===== src/hdl/rvv_cfg_pkg.sv =====
/*
  Sizing constants for the vector back end.
  Shared by the dispatcher, the execution lanes and the reorder buffer,
  and by the uop package that builds its structs from them.
*/
package rvv_cfg_pkg;

  // reorder buffer
  localparam int ROB_DEPTH = 8;
  localparam int ROB_IDX_W = $clog2(ROB_DEPTH);

  // element data path
  localparam int DATA_W = 16;

  // retire lanes per cycle
  localparam int RT_WIDTH = 2;

  // architectural vector register index
  localparam int VREG_W = 5;

  // multiply pipe depth in cycles, must be 2 or more
  localparam int MUL_LAT = 3;

endpackage


===== src/hdl/rvv_uop_pkg.sv =====
/*
  Opcode and record types of the vector back end.
  uop_t enters at the top, issue_t goes from dispatch to a lane,
  lane_res_t goes from a lane to the ROB, rob_rt_t leaves at retire
  and trap_t is the trap notice from the scalar side.
*/
package rvv_uop_pkg;

  // funct6 style encodings
  typedef enum logic [5:0] {
    ADD  = 6'b000000,
    SUB  = 6'b000010,
    AND  = 6'b001001,
    XOR  = 6'b001011,
    SADD = 6'b100001,
    MUL  = 6'b100101
  } uop_op_e;

  typedef struct packed {
    uop_op_e                          op;
    logic [rvv_cfg_pkg::VREG_W-1:0]   vd;
    logic [rvv_cfg_pkg::DATA_W-1:0]   src_a;
    logic [rvv_cfg_pkg::DATA_W-1:0]   src_b;
    logic                             w_valid;
  } uop_t;

  typedef struct packed {
    uop_t                             uop;
    logic [rvv_cfg_pkg::ROB_IDX_W-1:0] rob_entry;
  } issue_t;

  typedef struct packed {
    logic [rvv_cfg_pkg::ROB_IDX_W-1:0] rob_entry;
    logic [rvv_cfg_pkg::DATA_W-1:0]   w_data;
    logic                             w_valid;
    logic                             vsaturate;
  } lane_res_t;

  typedef struct packed {
    logic [rvv_cfg_pkg::VREG_W-1:0]   vd;
    logic                             w_valid;
    logic [rvv_cfg_pkg::DATA_W-1:0]   w_data;
    logic                             vsaturate;
    logic                             trap_flag;
  } rob_rt_t;

  typedef struct packed {
    logic [rvv_cfg_pkg::ROB_IDX_W-1:0] trap_rob_entry;
  } trap_t;

endpackage


===== src/hdl/rvv_backend.sv =====
/*
  Top of the vector result back end.
  One dispatcher feeds NUM_LANES execution lanes, and the ROB collects
  their results and retires them in program order.
*/
module rvv_backend #(
  parameter int NUM_LANES = 3
) (
  input  logic                                          clk,
  input  logic                                          rst_n,
  input  logic                                          uop_valid,
  input  rvv_uop_pkg::uop_t                             uop,
  output logic                                          uop_ready,
  output logic [rvv_cfg_pkg::RT_WIDTH-1:0]              rt_valid,
  output rvv_uop_pkg::rob_rt_t [rvv_cfg_pkg::RT_WIDTH-1:0] rt_rec,
  input  logic [rvv_cfg_pkg::RT_WIDTH-1:0]              rt_ready,
  input  logic                                          trap_valid,
  input  rvv_uop_pkg::trap_t                            trap,
  output logic                                          trap_ready
);
  import rvv_cfg_pkg::*;
  import rvv_uop_pkg::*;

  logic                          rob_full;
  logic [ROB_IDX_W-1:0]          alloc_idx;
  logic                          alloc;
  logic [NUM_LANES-1:0]          issue_valid;
  logic [NUM_LANES-1:0]          lane_ready;
  logic [NUM_LANES-1:0]          res_valid;
  issue_t                        issue;
  lane_res_t [NUM_LANES-1:0]     res;
  logic                          flush;

  rvv_dispatch #(.NUM_LANES(NUM_LANES)) u_dispatch (
    .clk         (clk),
    .rst_n       (rst_n),
    .uop_valid   (uop_valid),
    .uop         (uop),
    .uop_ready   (uop_ready),
    .rob_full    (rob_full),
    .alloc_idx   (alloc_idx),
    .alloc       (alloc),
    .issue_valid (issue_valid),
    .issue       (issue),
    .lane_ready  (lane_ready),
    .flush       (flush)
  );

  // issue bus is shared, issue_valid selects the lane
  for (genvar k = 0; k < NUM_LANES; k++) begin : gen_lane
    rvv_exec_lane u_lane (
      .clk         (clk),
      .rst_n       (rst_n),
      .issue_valid (issue_valid[k]),
      .issue       (issue),
      .lane_ready  (lane_ready[k]),
      .res_valid   (res_valid[k]),
      .res         (res[k]),
      .flush       (flush)
    );
  end

  rvv_rob #(.NUM_LANES(NUM_LANES)) u_rob (
    .clk        (clk),
    .rst_n      (rst_n),
    .alloc      (alloc),
    .alloc_uop  (issue.uop),
    .alloc_idx  (alloc_idx),
    .rob_full   (rob_full),
    .res_valid  (res_valid),
    .res        (res),
    .trap_valid (trap_valid),
    .trap       (trap),
    .trap_ready (trap_ready),
    .rt_valid   (rt_valid),
    .rt_rec     (rt_rec),
    .rt_ready   (rt_ready),
    .flush      (flush)
  );

endmodule


===== src/hdl/rvv_dispatch.sv =====
/*
  Single-entry dispatch stage.
  Takes one uop per cycle into a hold register, then allocates the next
  ROB entry and issues the uop to the lowest idle lane in one cycle.
  A flush drops the held uop.
*/
module rvv_dispatch #(
  parameter int NUM_LANES = 3
) (
  input  logic                               clk,
  input  logic                               rst_n,
  input  logic                               uop_valid,
  input  rvv_uop_pkg::uop_t                  uop,
  output logic                               uop_ready,
  input  logic                               rob_full,
  input  logic [rvv_cfg_pkg::ROB_IDX_W-1:0]  alloc_idx,
  output logic                               alloc,
  output logic [NUM_LANES-1:0]               issue_valid,
  output rvv_uop_pkg::issue_t                issue,
  input  logic [NUM_LANES-1:0]               lane_ready,
  input  logic                               flush
);
  import rvv_uop_pkg::*;

  logic                 hold_valid;
  uop_t                 hold_uop;
  logic [NUM_LANES-1:0] lane_pick;
  logic                 fire;

  // isolate the lowest idle lane
  assign lane_pick = lane_ready & (~lane_ready + NUM_LANES'(1));

  // no issue while a flush clears the ROB
  assign fire = hold_valid & (|lane_ready) & ~rob_full & ~flush;

  assign alloc       = fire;
  assign issue_valid = fire ? lane_pick : '0;
  assign issue       = '{uop: hold_uop, rob_entry: alloc_idx};

  // room when empty or when the held uop leaves this cycle
  assign uop_ready = ~hold_valid | fire | flush;

  always_ff @(posedge clk or negedge rst_n) begin
    if (!rst_n) begin
      hold_valid <= 1'b0;
    end else if (uop_valid && uop_ready) begin
      hold_valid <= 1'b1;
    end else if (fire || flush) begin
      hold_valid <= 1'b0;
    end
  end

  always_ff @(posedge clk) begin
    if (uop_valid && uop_ready) begin
      hold_uop <= uop;
    end
  end

  // one lane per uop
  a_issue_onehot: assert property (
    @(posedge clk) disable iff (!rst_n)
    $onehot0(issue_valid)
  ) else $error("dispatch issued to more than one lane: %b", issue_valid);

endmodule


===== src/hdl/rvv_exec_lane.sv =====
/*
  One vector execution lane.
  Logic and add ops return a result one cycle after issue, MUL returns
  the low half of the product after MUL_LAT cycles. The lane takes a
  new uop only when idle and drops its work on flush.
*/
module rvv_exec_lane (
  input  logic                    clk,
  input  logic                    rst_n,
  input  logic                    issue_valid,
  input  rvv_uop_pkg::issue_t     issue,
  output logic                    lane_ready,
  output logic                    res_valid,
  output rvv_uop_pkg::lane_res_t  res,
  input  logic                    flush
);
  import rvv_cfg_pkg::*;
  import rvv_uop_pkg::*;

  localparam int CNT_W = $clog2(MUL_LAT);

  typedef enum logic [1:0] {IDLE, BUSY, DONE} state_e;

  state_e            state;
  logic [CNT_W-1:0]  cnt;
  logic [DATA_W:0]   sum_ext;
  logic [DATA_W-1:0] alu_data;
  logic              alu_sat;

  assign lane_ready = (state == IDLE);
  assign res_valid  = (state == DONE);

  // sign-extended sum for the saturating add
  assign sum_ext = {issue.uop.src_a[DATA_W-1], issue.uop.src_a}
                 + {issue.uop.src_b[DATA_W-1], issue.uop.src_b};

  always_comb begin
    alu_sat  = 1'b0;
    alu_data = '0;
    case (issue.uop.op)
      ADD: alu_data = issue.uop.src_a + issue.uop.src_b;
      SUB: alu_data = issue.uop.src_a - issue.uop.src_b;
      AND: alu_data = issue.uop.src_a & issue.uop.src_b;
      XOR: alu_data = issue.uop.src_a ^ issue.uop.src_b;
      SADD: begin
        alu_data = sum_ext[DATA_W-1:0];
        // top two bits differ on signed overflow
        if (sum_ext[DATA_W] != sum_ext[DATA_W-1]) begin
          alu_sat  = 1'b1;
          alu_data = sum_ext[DATA_W] ? {1'b1, {(DATA_W-1){1'b0}}}
                                     : {1'b0, {(DATA_W-1){1'b1}}};
        end
      end
      MUL: alu_data = issue.uop.src_a * issue.uop.src_b;
      default: alu_data = '0;
    endcase
  end

  always_ff @(posedge clk or negedge rst_n) begin
    if (!rst_n) begin
      state <= IDLE;
      cnt   <= '0;
    end else if (flush) begin
      state <= IDLE;
    end else begin
      case (state)
        IDLE: if (issue_valid) begin
          if (issue.uop.op == MUL) begin
            state <= BUSY;
            cnt   <= CNT_W'(MUL_LAT - 2);
          end else begin
            state <= DONE;
          end
        end
        BUSY: if (cnt == '0) state <= DONE;
              else cnt <= cnt - CNT_W'(1);
        DONE: state <= IDLE;
        default: state <= IDLE;
      endcase
    end
  end

  always_ff @(posedge clk) begin
    if (issue_valid && lane_ready) begin
      res <= '{rob_entry: issue.rob_entry, w_data: alu_data,
               w_valid: issue.uop.w_valid, vsaturate: alu_sat};
    end
  end

  // dispatcher must respect lane_ready
  a_issue_when_idle: assert property (
    @(posedge clk) disable iff (!rst_n)
    issue_valid |-> lane_ready
  ) else $error("issue to a busy lane");

endmodule


===== src/hdl/rvv_rob.sv =====
/*
  Reorder buffer of the vector back end.
  Allocates entries in program order, collects lane results out of order
  and retires up to RT_WIDTH done entries per cycle from the head.
  A trap notice marks an entry; retiring that entry flushes the ROB,
  the lanes and the dispatcher.
*/
module rvv_rob #(
  parameter int NUM_LANES = 3
) (
  input  logic                                          clk,
  input  logic                                          rst_n,
  input  logic                                          alloc,
  input  rvv_uop_pkg::uop_t                             alloc_uop,
  output logic [rvv_cfg_pkg::ROB_IDX_W-1:0]             alloc_idx,
  output logic                                          rob_full,
  input  logic [NUM_LANES-1:0]                          res_valid,
  input  rvv_uop_pkg::lane_res_t [NUM_LANES-1:0]        res,
  input  logic                                          trap_valid,
  input  rvv_uop_pkg::trap_t                            trap,
  output logic                                          trap_ready,
  output logic [rvv_cfg_pkg::RT_WIDTH-1:0]              rt_valid,
  output rvv_uop_pkg::rob_rt_t [rvv_cfg_pkg::RT_WIDTH-1:0] rt_rec,
  input  logic [rvv_cfg_pkg::RT_WIDTH-1:0]              rt_ready,
  output logic                                          flush
);
  import rvv_cfg_pkg::*;
  import rvv_uop_pkg::*;

  localparam int NRET_W = $clog2(RT_WIDTH + 1);

  typedef logic [ROB_IDX_W-1:0] idx_t;

  // destination info, written at allocation
  typedef struct packed {
    logic [VREG_W-1:0] vd;
    logic              w_valid;
  } info_t;

  // lane result, written at completion
  typedef struct packed {
    logic [DATA_W-1:0] w_data;
    logic              vsaturate;
  } res_t;

  logic [ROB_DEPTH-1:0] entry_valid;
  logic [ROB_DEPTH-1:0] done;
  logic [ROB_DEPTH-1:0] trap_flag;
  info_t                info_mem [ROB_DEPTH];
  res_t                 res_mem [ROB_DEPTH];
  idx_t                 wptr;
  idx_t                 rptr;
  idx_t                 rt_idx [RT_WIDTH];
  logic [RT_WIDTH-1:0]  rt_take;
  logic [NRET_W-1:0]    n_ret;
  logic                 res_clash;

  assign alloc_idx  = wptr;
  // entries leave in order, so a live entry at wptr means no room
  assign rob_full   = entry_valid[wptr];
  assign trap_ready = 1'b1;

  for (genvar i = 0; i < RT_WIDTH; i++) begin : gen_rt
    assign rt_idx[i] = rptr + idx_t'(i);
    assign rt_rec[i] = '{vd:        info_mem[rt_idx[i]].vd,
                         w_valid:   info_mem[rt_idx[i]].w_valid,
                         w_data:    res_mem[rt_idx[i]].w_data,
                         vsaturate: res_mem[rt_idx[i]].vsaturate,
                         trap_flag: trap_flag[rt_idx[i]]};
  end

  // retire window, a trapped entry closes it behind itself
  always_comb begin
    logic chain;
    chain = 1'b1;
    for (int i = 0; i < RT_WIDTH; i++) begin
      rt_valid[i] = chain & entry_valid[rt_idx[i]] & done[rt_idx[i]];
      chain       = rt_valid[i] & ~trap_flag[rt_idx[i]];
    end
  end

  always_comb begin
    rt_take = rt_valid & rt_ready;
    n_ret   = '0;
    flush   = 1'b0;
    for (int i = 0; i < RT_WIDTH; i++) begin
      if (rt_take[i]) begin
        n_ret = n_ret + NRET_W'(1);
        if (trap_flag[rt_idx[i]]) flush = 1'b1;
      end
    end
  end

  always_ff @(posedge clk or negedge rst_n) begin
    if (!rst_n) begin
      entry_valid <= '0;
      done        <= '0;
      trap_flag   <= '0;
      wptr        <= '0;
      rptr        <= '0;
    end else if (flush) begin
      entry_valid <= '0;
      done        <= '0;
      trap_flag   <= '0;
      wptr        <= '0;
      rptr        <= '0;
    end else begin
      for (int i = 0; i < RT_WIDTH; i++) begin
        if (rt_take[i]) begin
          entry_valid[rt_idx[i]] <= 1'b0;
          done[rt_idx[i]]        <= 1'b0;
          trap_flag[rt_idx[i]]   <= 1'b0;
        end
      end
      if (alloc) begin
        entry_valid[wptr] <= 1'b1;
        done[wptr]        <= 1'b0;
        trap_flag[wptr]   <= 1'b0;
        wptr              <= wptr + idx_t'(1);
      end
      for (int k = 0; k < NUM_LANES; k++) begin
        if (res_valid[k]) done[res[k].rob_entry] <= 1'b1;
      end
      if (trap_valid) trap_flag[trap.trap_rob_entry] <= 1'b1;
      rptr <= rptr + idx_t'(n_ret);
    end
  end

  always_ff @(posedge clk) begin
    if (alloc) begin
      info_mem[wptr] <= '{vd: alloc_uop.vd, w_valid: alloc_uop.w_valid};
    end
    for (int k = 0; k < NUM_LANES; k++) begin
      if (res_valid[k]) begin
        res_mem[res[k].rob_entry] <= '{w_data: res[k].w_data, vsaturate: res[k].vsaturate};
      end
    end
  end

  always_comb begin
    res_clash = 1'b0;
    for (int k = 0; k < NUM_LANES; k++) begin
      for (int j = k + 1; j < NUM_LANES; j++) begin
        if (res_valid[k] && res_valid[j] && res[k].rob_entry == res[j].rob_entry)
          res_clash = 1'b1;
      end
    end
  end

  a_res_unique: assert property (
    @(posedge clk) disable iff (!rst_n)
    !res_clash
  ) else $error("two lanes wrote the same ROB entry");

  // a result matches a live, pending entry and the write intent given at dispatch
  for (genvar k = 0; k < NUM_LANES; k++) begin : gen_res_chk
    a_res_target: assert property (
      @(posedge clk) disable iff (!rst_n)
      res_valid[k] && !flush |->
        entry_valid[res[k].rob_entry] && !done[res[k].rob_entry] &&
        info_mem[res[k].rob_entry].w_valid == res[k].w_valid
    ) else $error("lane %0d result for bad entry %0d", k, res[k].rob_entry);
  end

  // both the offered and the accepted retire lanes start at lane 0
  a_rt_prefix: assert property (
    @(posedge clk) disable iff (!rst_n)
    ((rt_valid & (rt_valid + RT_WIDTH'(1))) == '0) &&
    ((rt_take & (rt_take + RT_WIDTH'(1))) == '0)
  ) else $error("retire lanes not a prefix: valid %b take %b", rt_valid, rt_take);

endmodule


===== config.mk =====
export PLATFORM = sky130hd
export DESIGN_NAME = rvv_backend
export DESIGN_NICKNAME = d
export VERILOG_FILES = /design/src/hdl/rvv_cfg_pkg.sv /design/src/hdl/rvv_uop_pkg.sv /design/src/hdl/rvv_backend.sv /design/src/hdl/rvv_dispatch.sv /design/src/hdl/rvv_exec_lane.sv /design/src/hdl/rvv_rob.sv
export SDC_FILE = /design/constraint.sdc
export NUM_CORES = 1
export LEC_CHECK = 0
export ABC_AREA = 1
export BUFFER_PORTS_ARGS = -buffer_cell sky130_fd_sc_hd__buf_2
export CELL_PAD_IN_SITES_DETAIL_PLACEMENT = 1
export CELL_PAD_IN_SITES_GLOBAL_PLACEMENT = 2
export CORE_UTILIZATION = 35
export CTS_CLUSTER_DIAMETER = 200
export CTS_CLUSTER_SIZE = 10
export DETAILED_ROUTE_END_ITERATION = 6
export GPL_ROUTABILITY_DRIVEN = 0
export HOLD_SLACK_MARGIN = 0.03
export PLACE_DENSITY = 0.85
export SLEW_MARGIN = 20
export SYNTH_ARGS = -nofsm -noshare
export SYNTH_HDL_FRONTEND = slang
export SYNTH_SLANG_ARGS = --single-unit

===== constraint.sdc =====
create_clock -name clk -period 5.35 [get_ports clk]
set_clock_uncertainty 0.2 [all_clocks]
set_input_delay 0 -clock clk [delete_from_list [all_inputs] [get_ports clk]]
set_output_delay 0 -clock clk [all_outputs]
set_load 0.02 [all_outputs]

# Word level (Yosys, flattened, before mapping)

Memories as Yosys holds them, arrays and structs flattened.
Index checks and enable logic that the tools add are counted.

$add $sub $neg: 11
Multiply operators: 1
Magnitude comparators: 14
Eq/ne operators: 27
Mux-type cells: 102
Bitwise gates (word level): 34
Reduce and logical (&&, ||, !) cells: 31

Operator list:

| operator                                                                     | number |
|---|---|
| 8-bit 2-to-1 mux                                                             | 26 |
| 16-bit one-hot mux with 6 select lines                                       | 1 |
| 8-bit AND                                                                    | 8 |
| 8-bit bitwise OR                                                             | 5 |
| 2-bit 2-to-1 mux                                                             | 18 |
| 16-bit 2-to-1 mux                                                            | 2 |
| 1-bit 2-to-1 mux                                                             | 31 |
| 3-bit by 4-bit less-than comparator with 1-bit output, second input constant | 7 |
| 8-bit inverter                                                               | 3 |
| 2-bit one-hot mux with 2 select lines                                        | 6 |
| 1-bit binary-select mux with 3-bit select                                    | 7 |
| 1-bit demux with 3-bit select                                                | 7 |
| 3-bit by 1-bit >= comparator with 1-bit output, second input constant        | 7 |
| 2-bit != test, second input constant                                         | 9 |
| 16-bit by 16-bit adder with 17-bit output                                    | 1 |
| 16-bit adder                                                                 | 1 |
| 16-bit AND                                                                   | 1 |
| 16-bit by 16-bit multiplier with 16-bit output                               | 1 |
| 16-bit subtractor                                                            | 1 |
| 16-bit bitwise XOR                                                           | 1 |
| 5-bit AND reduction                                                          | 3 |
| 6-bit by 4-bit == test with 1-bit output, second input constant              | 2 |
| 6-bit == test, second input constant                                         | 2 |
| 2-bit logical NOT                                                            | 6 |
| other kinds (23)                                                             | 64 |

Register bits after elaboration: 147
Bits in writable memories: 184
Input port bits: 53
Output and inout bits: 52
Word-level logic and storage cells: 248
Memories kept: 2

Memory list:

| name           | depth | width | read ports | clocked after Yosys merged registers in | write ports | RTL line      | RTL |
|---|---|---|---|---|---|---|---|
| u_rob.res_mem  | 8     | 17    | 2          | 0                                       | 3           | rvv_rob.sv:50 | `res_t res_mem [ROB_DEPTH];` |
| u_rob.info_mem | 8     | 6     | 2          | 0                                       | 1           | rvv_rob.sv:49 | `info_t info_mem [ROB_DEPTH];` |

# Depth between registers and ports, before layout

Gate-level depths: netlist (run 1).

Word-level depth: 26
Mapped depth: 30
Gate-level depth less buffers: 28

# By module

A second synthesis (run 1) with hierarchy kept.

Cell total of the unflattened synthesis: 5242
Area total of the unflattened synthesis: 38429.4 um^2

By module, submodules not included:

| module                              | times used | cells each | area an instance (um^2) |
|---|---|---|---|
| rvv_rob                             | 1          | 1606       | 13163.9 |
| rvv_exec_lane at gen_lane[0].u_lane | 1          | 1198       | 7996.4 |
| rvv_exec_lane at gen_lane[1].u_lane | 1          | 1206       | 7992.7 |
| rvv_exec_lane at gen_lane[2].u_lane | 1          | 1165       | 7807.5 |
| rvv_dispatch                        | 1          | 67         | 1468.9 |

# Least setup slack after synthesis (run 1)

OpenSTA, ideal clock, no wires.

Path kind: register to register
Start point: register u_dispatch.hold_uop, in the netlist u_dispatch.issue[5]
End point: register gen_lane[0].u_lane.res[16] (netlist name)
Arrival time: 5.334 ns
Data required time: 4.881 ns
Path slack: -0.454 ns
Cell stages (with the launch flop): 21
Path through: edfxtp_1 clkbuf_1 clkbuf_1 nand2_1 fa_1 fa_1 inv_1 fa_1 fa_1 fa_1 inv_1 fa_1 inv_1 ha_1 inv_1 nor4_1 nand3_1 nand3_1 nand2_1 a211oi_1 nand2_1

Cells in the longest elaborated chain, start to end: 4

Ends and longest elaborated chain:

| element                                                                                | RTL line            | RTL |
|---|---|---|
| start: declaration                                                                     | rvv_dispatch.sv:26  | `uop_t hold_uop;` |
| start signal: assignment                                                               | rvv_dispatch.sv:55  | `hold_uop <= uop;` |
| branches (longest 3 deep; another with 16-bit by 16-bit multiplier with 16-bit output) | -                   |  |
| 16-bit one-hot mux with 6 select lines (*)                                             | rvv_exec_lane.sv:40 | `case (issue.uop.op)` |
| named net gen_lane[0].u_lane.alu_data[14]                                              | rvv_exec_lane.sv:27 | `logic [DATA_W-1:0] alu_data;` |

Mark *: on every way through the listed nets, which the timed path passes.
A chain may end at the register's enable or synchronous reset.

# Worst setup path after layout (run 1)

Start point: register u_dispatch.hold_uop, in the netlist u_dispatch.issue[10]
End point: register gen_lane[1].u_lane.res[16] (netlist name)

Cells in the longest elaborated chain, start to end: 4

Ends and longest elaborated chain:

| element                                                                                | RTL line |
|---|---|
| branches (longest 3 deep; another with 16-bit by 16-bit multiplier with 16-bit output) | - |
| 16-bit one-hot mux with 6 select lines (*)                                             | - |
| named net gen_lane[0].u_lane.alu_data[14]                                              | rvv_exec_lane.sv:27 |

Marks and branches as above.

==> results.md, run 1 <==
* Setup_tns at -5222 ps
* Core area at 67630 um2
* Synth Cell Area at 24060 um2
* Syn Area/Cell at 8.306 um2
* Post-synthesis mux area share at 0
* Period utilisation layout at 1.066
* Synth Area in XOR/XNOR at 0.01706
* Syn_nets at 3120
* Fin. max-slew vios at 0
* Final nets at 3403
* Row count at 95
* Die ar. at 69780 um2
* Syn Inst Count at 2896
* Ys Warns at 0
* PortBufs at 103
* N_diodes at 0
* Post-Synth Simple-Gate Area at 0.1765
* Vias at 22938
* H-tree depth at 2
* Required @ worst endpoint at 5440 ps
* Worst-Margin Slew at 1159 ps
* DRT Wirelength at 96280 um
* CP Capture Type: register
* # setup viols final at 21
* HP Class: primary input to register
* Outcome: complete, but fails checks
* Pin count of the biggest net entering global routing at 44
* Hold_ws at 124.5 ps
* Vias in the first global route at 24232
* Total congestion overflow at 0
* RSZ-0062 raised after global routing: true
* Register bit count reported by yosys at 331
* Worst-skew pair later-pin latency at 580 ps
* Cell variety after synth at 61
* Drt first pass iters at 5
* Longest Clk Path Bufs at 3
* Post-synth EDFFs at 288
* Compound-Gate Fraction of Synth Area at 0.1784
* CTS tree: built
* Most frequent cells in the layout: nand2_1, inv_1, edfxtp_1, o21ai_0, buf_4
* TritonCTS sink count at 331
* Initial antenna violation count at 1
* Root buf cell: clkbuf_16
* Setup crit start kind: register
* Post-synthesis adder-cell area fraction at 0.1148
* CTS clk-pin slew, worst paths at 70 ps
* Seq/Total Area, Yosys at 0.4042
* Post-route DRC at 0
* Overall routing resource usage at 0.2700
* Post-DR wirelength/cell at 23.67 um
* Ys async rst share at 0.1299
* Die W at 264.2 um
* Minimum clock period at 5703 ps
* Syn-to-layout area delta at 21.18%
* First-pass GRT wire length at 144500 um
* # IOs at 105
* Setup ws final at -353.2 ps
* Max-capacitance violation count at 0
* Worst EP arrival at 5790 ps
* Die height at 264.2 um
* Worst Setup Path Type: register to register
* DP Wirelength at 67730 um
* Violated checks: setup timing
* Ys flop type: edfxtp_1
* Largest family of logic cells by synthesized area: compound AO/OA/AOI/OAI gates
* Initial DRC Count at 2004
* Initial Utilization at 0.3557
* Crit-path max FO at 4
* Final Hold Fails at 0
* Achievable clock frequency at 175.3 MHz
* Relative slew slack at 0.2262
* CTS Buf Count at 39
* Routed Antenna Nets at 0
* Share of layout cells above drive strength 1 at 0.1593
* Most common cell after layout, fill and taps aside: nand2_1
* DR vias/cell at 5.639
-- cell type report --
| cell class | instances | area, um2 |
|---|---|---|
| clock inverters | 5 | 67.56 |
| flip-flops and latches | 331 | 9724 |
| well taps | 873 | 1092 |
| multi-input cells | 1907 | 12360 |
| fillers | 7943 | 38480 |
| clock buffers | 52 | 1025 |
| inverters | 526 | 1992 |
| repair buffers | 374 | 2890 |
-- worst max-delay path, stage by stage (launching register included) --
cell      delay, ps
edfxtp_1        480
buf_4           190
ha_2            160
inv_1            80
fa_1            450
fa_1            530
fa_2            470
fa_2            580
fa_1            440
fa_1            500
inv_1            70
ha_4            150
inv_1           140
o21ai_1         130
a31oi_1         240
nand3_2         120
nor2_1          100
nor2_1           60
a211oi_2        220
nand2_1         120
-- state kept, by name, indices dropped and copies added (netlist names) --
signal                 flops
gen_lane.u_lane.cnt        6
u_rob.entry_valid          8
u_dispatch.hold_valid      1
u_dispatch.issue          44
u_rob.trap_flag            8
u_rob.info_mem            48
gen_lane.u_lane.res       60
gen_lane.u_lane.state      6
u_rob.alloc_idx            3
u_rob.rptr                 3
u_rob.res_mem            136
u_rob.done                 8
-- per-stage QoR --
stage	utilization	std cells	worst slack, ps	instance area [um2]
6_report	0.4310	4068	-353.2	29150
5_1_grt	0.4310	4068	-551.8	29150
4_1_cts	0.4255	4058	-254.8	28780
3_5_place_dp	0.3870	3876	-357.5	26170
3_3_place_gp	0.3870	3876	-233.6	26170
2_1_floorplan	-	2896	7.307	24140
-- metal layers --
layer  GRT usage  vias to the layer above  wire [um]
li1            -                    10306          -
met1      0.3294                    11443      38360
met2      0.4766                      944      47720
met3     0.03309                      245       5938
met4      0.1172                        0       4253
met5           0                        -          0
-- final timing paths --
| check | from | end | slack [ps] | depth (start not counted) |
|---|---|---|---|---|
| max in group asynchronous | rst_n | gen_lane[1].u_lane.cnt[1] | 4390 | 4 |
| worst min register to register | gen_lane[0].u_lane.cnt[1] | gen_lane[0].u_lane.cnt[1] | 280 | 2 |
| min in group asynchronous | rst_n | u_rob.trap_flag[4] | 320 | 4 |
| worst max-delay path | u_dispatch.issue[10] | gen_lane[1].u_lane.res[16] | -350 | 19 |
| worst max register to register | u_dispatch.issue[10] | gen_lane[1].u_lane.res[16] | -350 | 19 |
| worst min-delay path | uop_valid | u_dispatch.hold_valid | 120 | 4 |
-- kinds of logic after synthesis --
| kind of cell | count (synthesis) |
|---|---|
| AOI/OAI and AO/OA | 685 |
| xor gates and xnor gates | 46 |
| adders and majority gates | 171 |
| buffers and inverters | 658 |
| DFF | 331 |
| other | 1 |
| and+or+nand+nor | 1004 |
-- cell usage after synthesis, types with 5 or more instances --
cell type | number | area (um2)
nand2_1 | 689 | 2586
inv_1 | 516 | 1937
edfxtp_1 | 288 | 8648
o21ai_0 | 233 | 1166
o211ai_1 | 136 | 1021
nor2_1 | 128 | 480.5
a21oi_1 | 118 | 590.6
clkbuf_1 | 98 | 367.9
ha_1 | 88 | 1101
nand3_1 | 87 | 435.4
fa_1 | 83 | 1662
a221oi_1 | 71 | 621.9
dfrtp_1 | 43 | 1076
xor2_1 | 33 | 289.0
o22ai_1 | 31 | 193.9
nand4_1 | 25 | 156.4
nor3_1 | 25 | 125.1
o21ai_1 | 24 | 120.1
a22oi_1 | 23 | 172.7
o2111ai_1 | 17 | 148.9
buf_2 | 13 | 65.06
buf_6 | 12 | 135.1
xnor2_1 | 12 | 105.1
nand2_2 | 11 | 68.82
inv_2 | 8 | 30.03
nor3_2 | 7 | 70.07
nand2_4 | 6 | 67.56
buf_4 | 5 | 37.54
nand3b_1 | 5 | 37.54
-- repair_timing --
| item | in CTS | in global routing |
|---|---|---|
| hold buffers | 105 | 0 |
| pin swaps | 56 | 49 |
| endpoints found under the setup margin | 24 | 27 |
| resized for setup | 88 | 75 |
| hold endpoints to repair | 126 | 0 |
| buffers inserted | 20 | 10 |
Power of run 1 is left out: the tool's default activity adds up to more than one toggle a clock period on the data nets, which glitch-free logic cannot reach.
==> run 2, diff against run 1 <==
- ABC_AREA: 1 -> unset
- CORE_UTILIZATION: 35 -> 37
==> run 2 against run 1 <==
- the flow still finishes with violations (setup timing)
- non-clock buffer count fell by 30
- utilization rose by 1.5 points
- die area fell by 8.6%
- worst hold slack got worse by 13 ps
- area after synthesis fell by 3.4%
- synthesized cell count fell by 20%
- final area fell by 5.3%
- sequential share of layout area rose by 1.9 points
- critical path type unchanged
==> results.md, run 2 <==
* TritonCTS sink count at 331 (unchanged)
* WL met3 at 4688 um (-21%)
* Post-placement cell count at 3190 (-18%)
* DR vias/cell at 5.835 (+3.5%)
* Ys Warns at 0 (unchanged)
* Seq/Total Area, Yosys at 0.4186 (+0.01439)
* Fin. max-slew vios at 0 (unchanged)
* RSZ-0062 raised after global routing: true
* Setup crit start kind: register
* DRT Wirelength at 83110 um (-14%)
* Initial Utilization at 0.3757 (+0.02004)
* Core area at 61830 um2 (-8.6%)
* Initial DRC Count at 1502 (-25%)
* Worst EP arrival at 5760 ps (-30 ps)
* Cell variety after synth at 80 (+31%)
* N_diodes at 0 (unchanged)
* DP Worst Slack at -663.2 ps (-305.7 ps)
* CP Capture Type: register
* Routed Antenna Nets at 0 (unchanged)
* Reg2reg setup slack at -340 ps (about the same)
* Non-Filler Instances at 3361 (-17%)
* H-tree depth at 2 (unchanged)
* Most frequent cells in the layout: edfxtp_1, nand2_1, mux2i_1, nor2_1, a21oi_1
* Top layer in use: met4
* Yosys top cell by area: edfxtp_1
* Vias in the first global route at 21222 (-12%)
* Routed wl met2 at 42520 um (-11%)
* Outcome: complete, but fails checks
* # setup viols final at 21 (unchanged)
* WL met1 at 32210 um (-16%)
* Yosys top cell area share at 0.3723 (+0.01280)
* Most common cell after layout, fill and taps aside: edfxtp_1
* Die ar. at 63790 um2 (-8.6%)
* Initial antenna violation count at 0 (-1)
* Required @ worst endpoint at 5420 ps (-20 ps)
* Syn_nets at 2543 (-18%)
* Achievable clock frequency at 175.6 MHz (+0.16%)
* Die height at 252.6 um (-4.4%)
* HP Class: primary input to register
* Count leader, synth: edfxtp_1
* Ys flop type: edfxtp_1
* Total congestion overflow at 0 (unchanged)
* Synth Cell Area at 23230 um2 (-3.4%)
* Crit-path max FO at 6 (+2)
* Area contributors post-synth: edfxtp_1, fa_1, mux2i_1
* First-pass GRT wire length at 125900 um (-13%)
* Row count at 91 (-4.2%)
* DP Wirelength at 56110 um (-17%)
* Share of layout cells above drive strength 1 at 0.1601 (+0.0007520)
* CTS clk-pin slew, worst paths at 60 ps (about the same)
* Drt first pass iters at 5 (unchanged)
* # IOs at 105 (unchanged)
* Syn-to-layout area delta at 18.83%
* Ys async rst share at 0.1299 (unchanged)
* Minimum clock period at 5694 ps (-9.132 ps)
* Syn Area/Cell at 10.02 um2 (+21%)
* Period utilisation layout at 1.064 (-0.001707)
* Violated checks: setup timing
* Post-synth EDFFs at 288 (unchanged)
* CTS tree: built
* PortBufs at 103 (unchanged)
* Largest register FFs at 136 (unchanged)
* Max-capacitance violation count at 0 (unchanged)
* Post-route DRC at 0 (unchanged)
* Final Hold Fails at 0 (unchanged)
* Post-DR wirelength/cell at 24.73 um (+4.5%)
* Worst-skew pair later-pin latency at 580 ps (about the same)
* Worst-Margin Slew at 1153 ps (-6.272 ps)
* Root buf cell: clkbuf_16
* Pin count of the biggest net entering global routing at 58 (+32%)
* Relative slew slack at 0.2294 (+0.003208)
* Setup ws final at -344.1 ps (+9.132 ps)
* Register bit count reported by yosys at 331 (unchanged)
* Syn Inst Count at 2319 (-20%)
* Worst Setup Path Type: register to register
* Most instantiated cells after synthesis: edfxtp_1, nand2_1, clkbuf_1, mux2i_1, nor2_1
* Final nets at 2733 (-20%)
* CTS Buf Count at 39 (unchanged)
* Longest Clk Path Bufs at 3 (unchanged)
* Fillers at 6812 (-14%)
* Overall routing resource usage at 0.2601 (-0.009863)
* Die W at 252.6 um (-4.4%)
* Vias at 19612 (-14%)
==> run 2: cell types whose count changed after synthesis, moves of 66 or more <==
| cell | previous run | this run |
|---|---|---|
| and2_1 | 0 | 66 |
| nand2_1 | 689 | 266 |
| a221oi_1 | 71 | 0 |
| inv_1 | 516 | 145 |
| o21ai_0 | 233 | 137 |
| a22oi_1 | 23 | 109 |
| mux2i_1 | 0 | 148 |
| o211ai_1 | 136 | 12 |
==> run 2: path summary, 6_finish.rpt <==
path	from	to	cells past startpoint
setup / recovery	u_dispatch.issue[8]	gen_lane[0].u_lane.res[15]	18
hold / removal	trap[2]	u_rob.trap_flag[5]	3
setup reg to reg	u_dispatch.issue[8]	gen_lane[0].u_lane.res[15]	18
hold reg to reg	u_rob.done[1]	u_rob.done[1]	1
max in group asynchronous	rst_n	gen_lane[1].u_lane.cnt[0]	4
min in group asynchronous	rst_n	u_rob.trap_flag[5]	4
==> run 2: cell type report <==
cell class	count	area (um2)	share of cell area
repair buffers	344	2636	0.09551
inverters	145	544.3	0.01972
well taps	837	1047	0.03794
clock buffers	53	1028	0.03726
multi-input cells	1648	12580	0.4556
flip-flops and latches	331	9729	0.3525
clock inverters	3	41.29	0.001496
==> run 2: cells by family (layout without fill, tap and decap cells) <==
group / Yosys count / in the layout / share of synthesized area
AO/OA/AOI/OAI: 532 / 532 / 0.1477
AND/OR/NAND/NOR: 689 / 689 / 0.1424
other: 1 / 1 / 0.0001614
XOR/XNOR: 76 / 76 / 0.02866
multiplexers: 179 / 179 / 0.08608
adder cells (fa/ha/maj): 171 / 171 / 0.1189
buffers and inverters: 340 / 545 / 0.05747
flip-flops: 331 / 331 / 0.4186
==> run 2: worst max-delay path, stage by stage (launching register included) <==
cell and delay [ps]:
edfxtp_1 440, buf_4 190, and2_4 170, fa_1 570, inv_2 50, fa_1 490, fa_1 430, fa_1 520
inv_2 40, fa_1 490, inv_2 40, fa_1 490, inv_2 50, ha_4 230, and3_4 160, a211oi_2 210
xnor2_1 110, a222oi_1 360, o211ai_1 190
==> run 2: metal layers <==
metal	up-vias	GRT usage
met3	222	0.03512
li1	8712	-
met4	0	0.1217
met2	744	0.4697
met1	9934	0.3032
met5	-	0
==> run 2: timing repair <==
item                                   CTS  global route
hold buffers                           102             0
buffers inserted                         9             4
pin swaps                                8            12
gates resized for setup                 21            15
endpoints found under the hold margin  145             0
setup endpoints to repair               24            27
==> run 2: metrics by stage <==
stage | area (um2) | setup TNS (ps) | util | hold slack (ps)
6_report | 27600 | -5364 | 0.4465 | 111.4
4_1_cts | 27530 | -5438 | 0.4453 | 93.27
5_1_grt | 27600 | -9776 | 0.4465 | 119.2
2_1_floorplan | 23390 | -111.2 | - | -495.6
3_3_place_gp | 25260 | -4472 | 0.4085 | -22.26
3_5_place_dp | 25260 | -7404 | 0.4085 | -21.74
Power of run 2 is left out for the same reason.
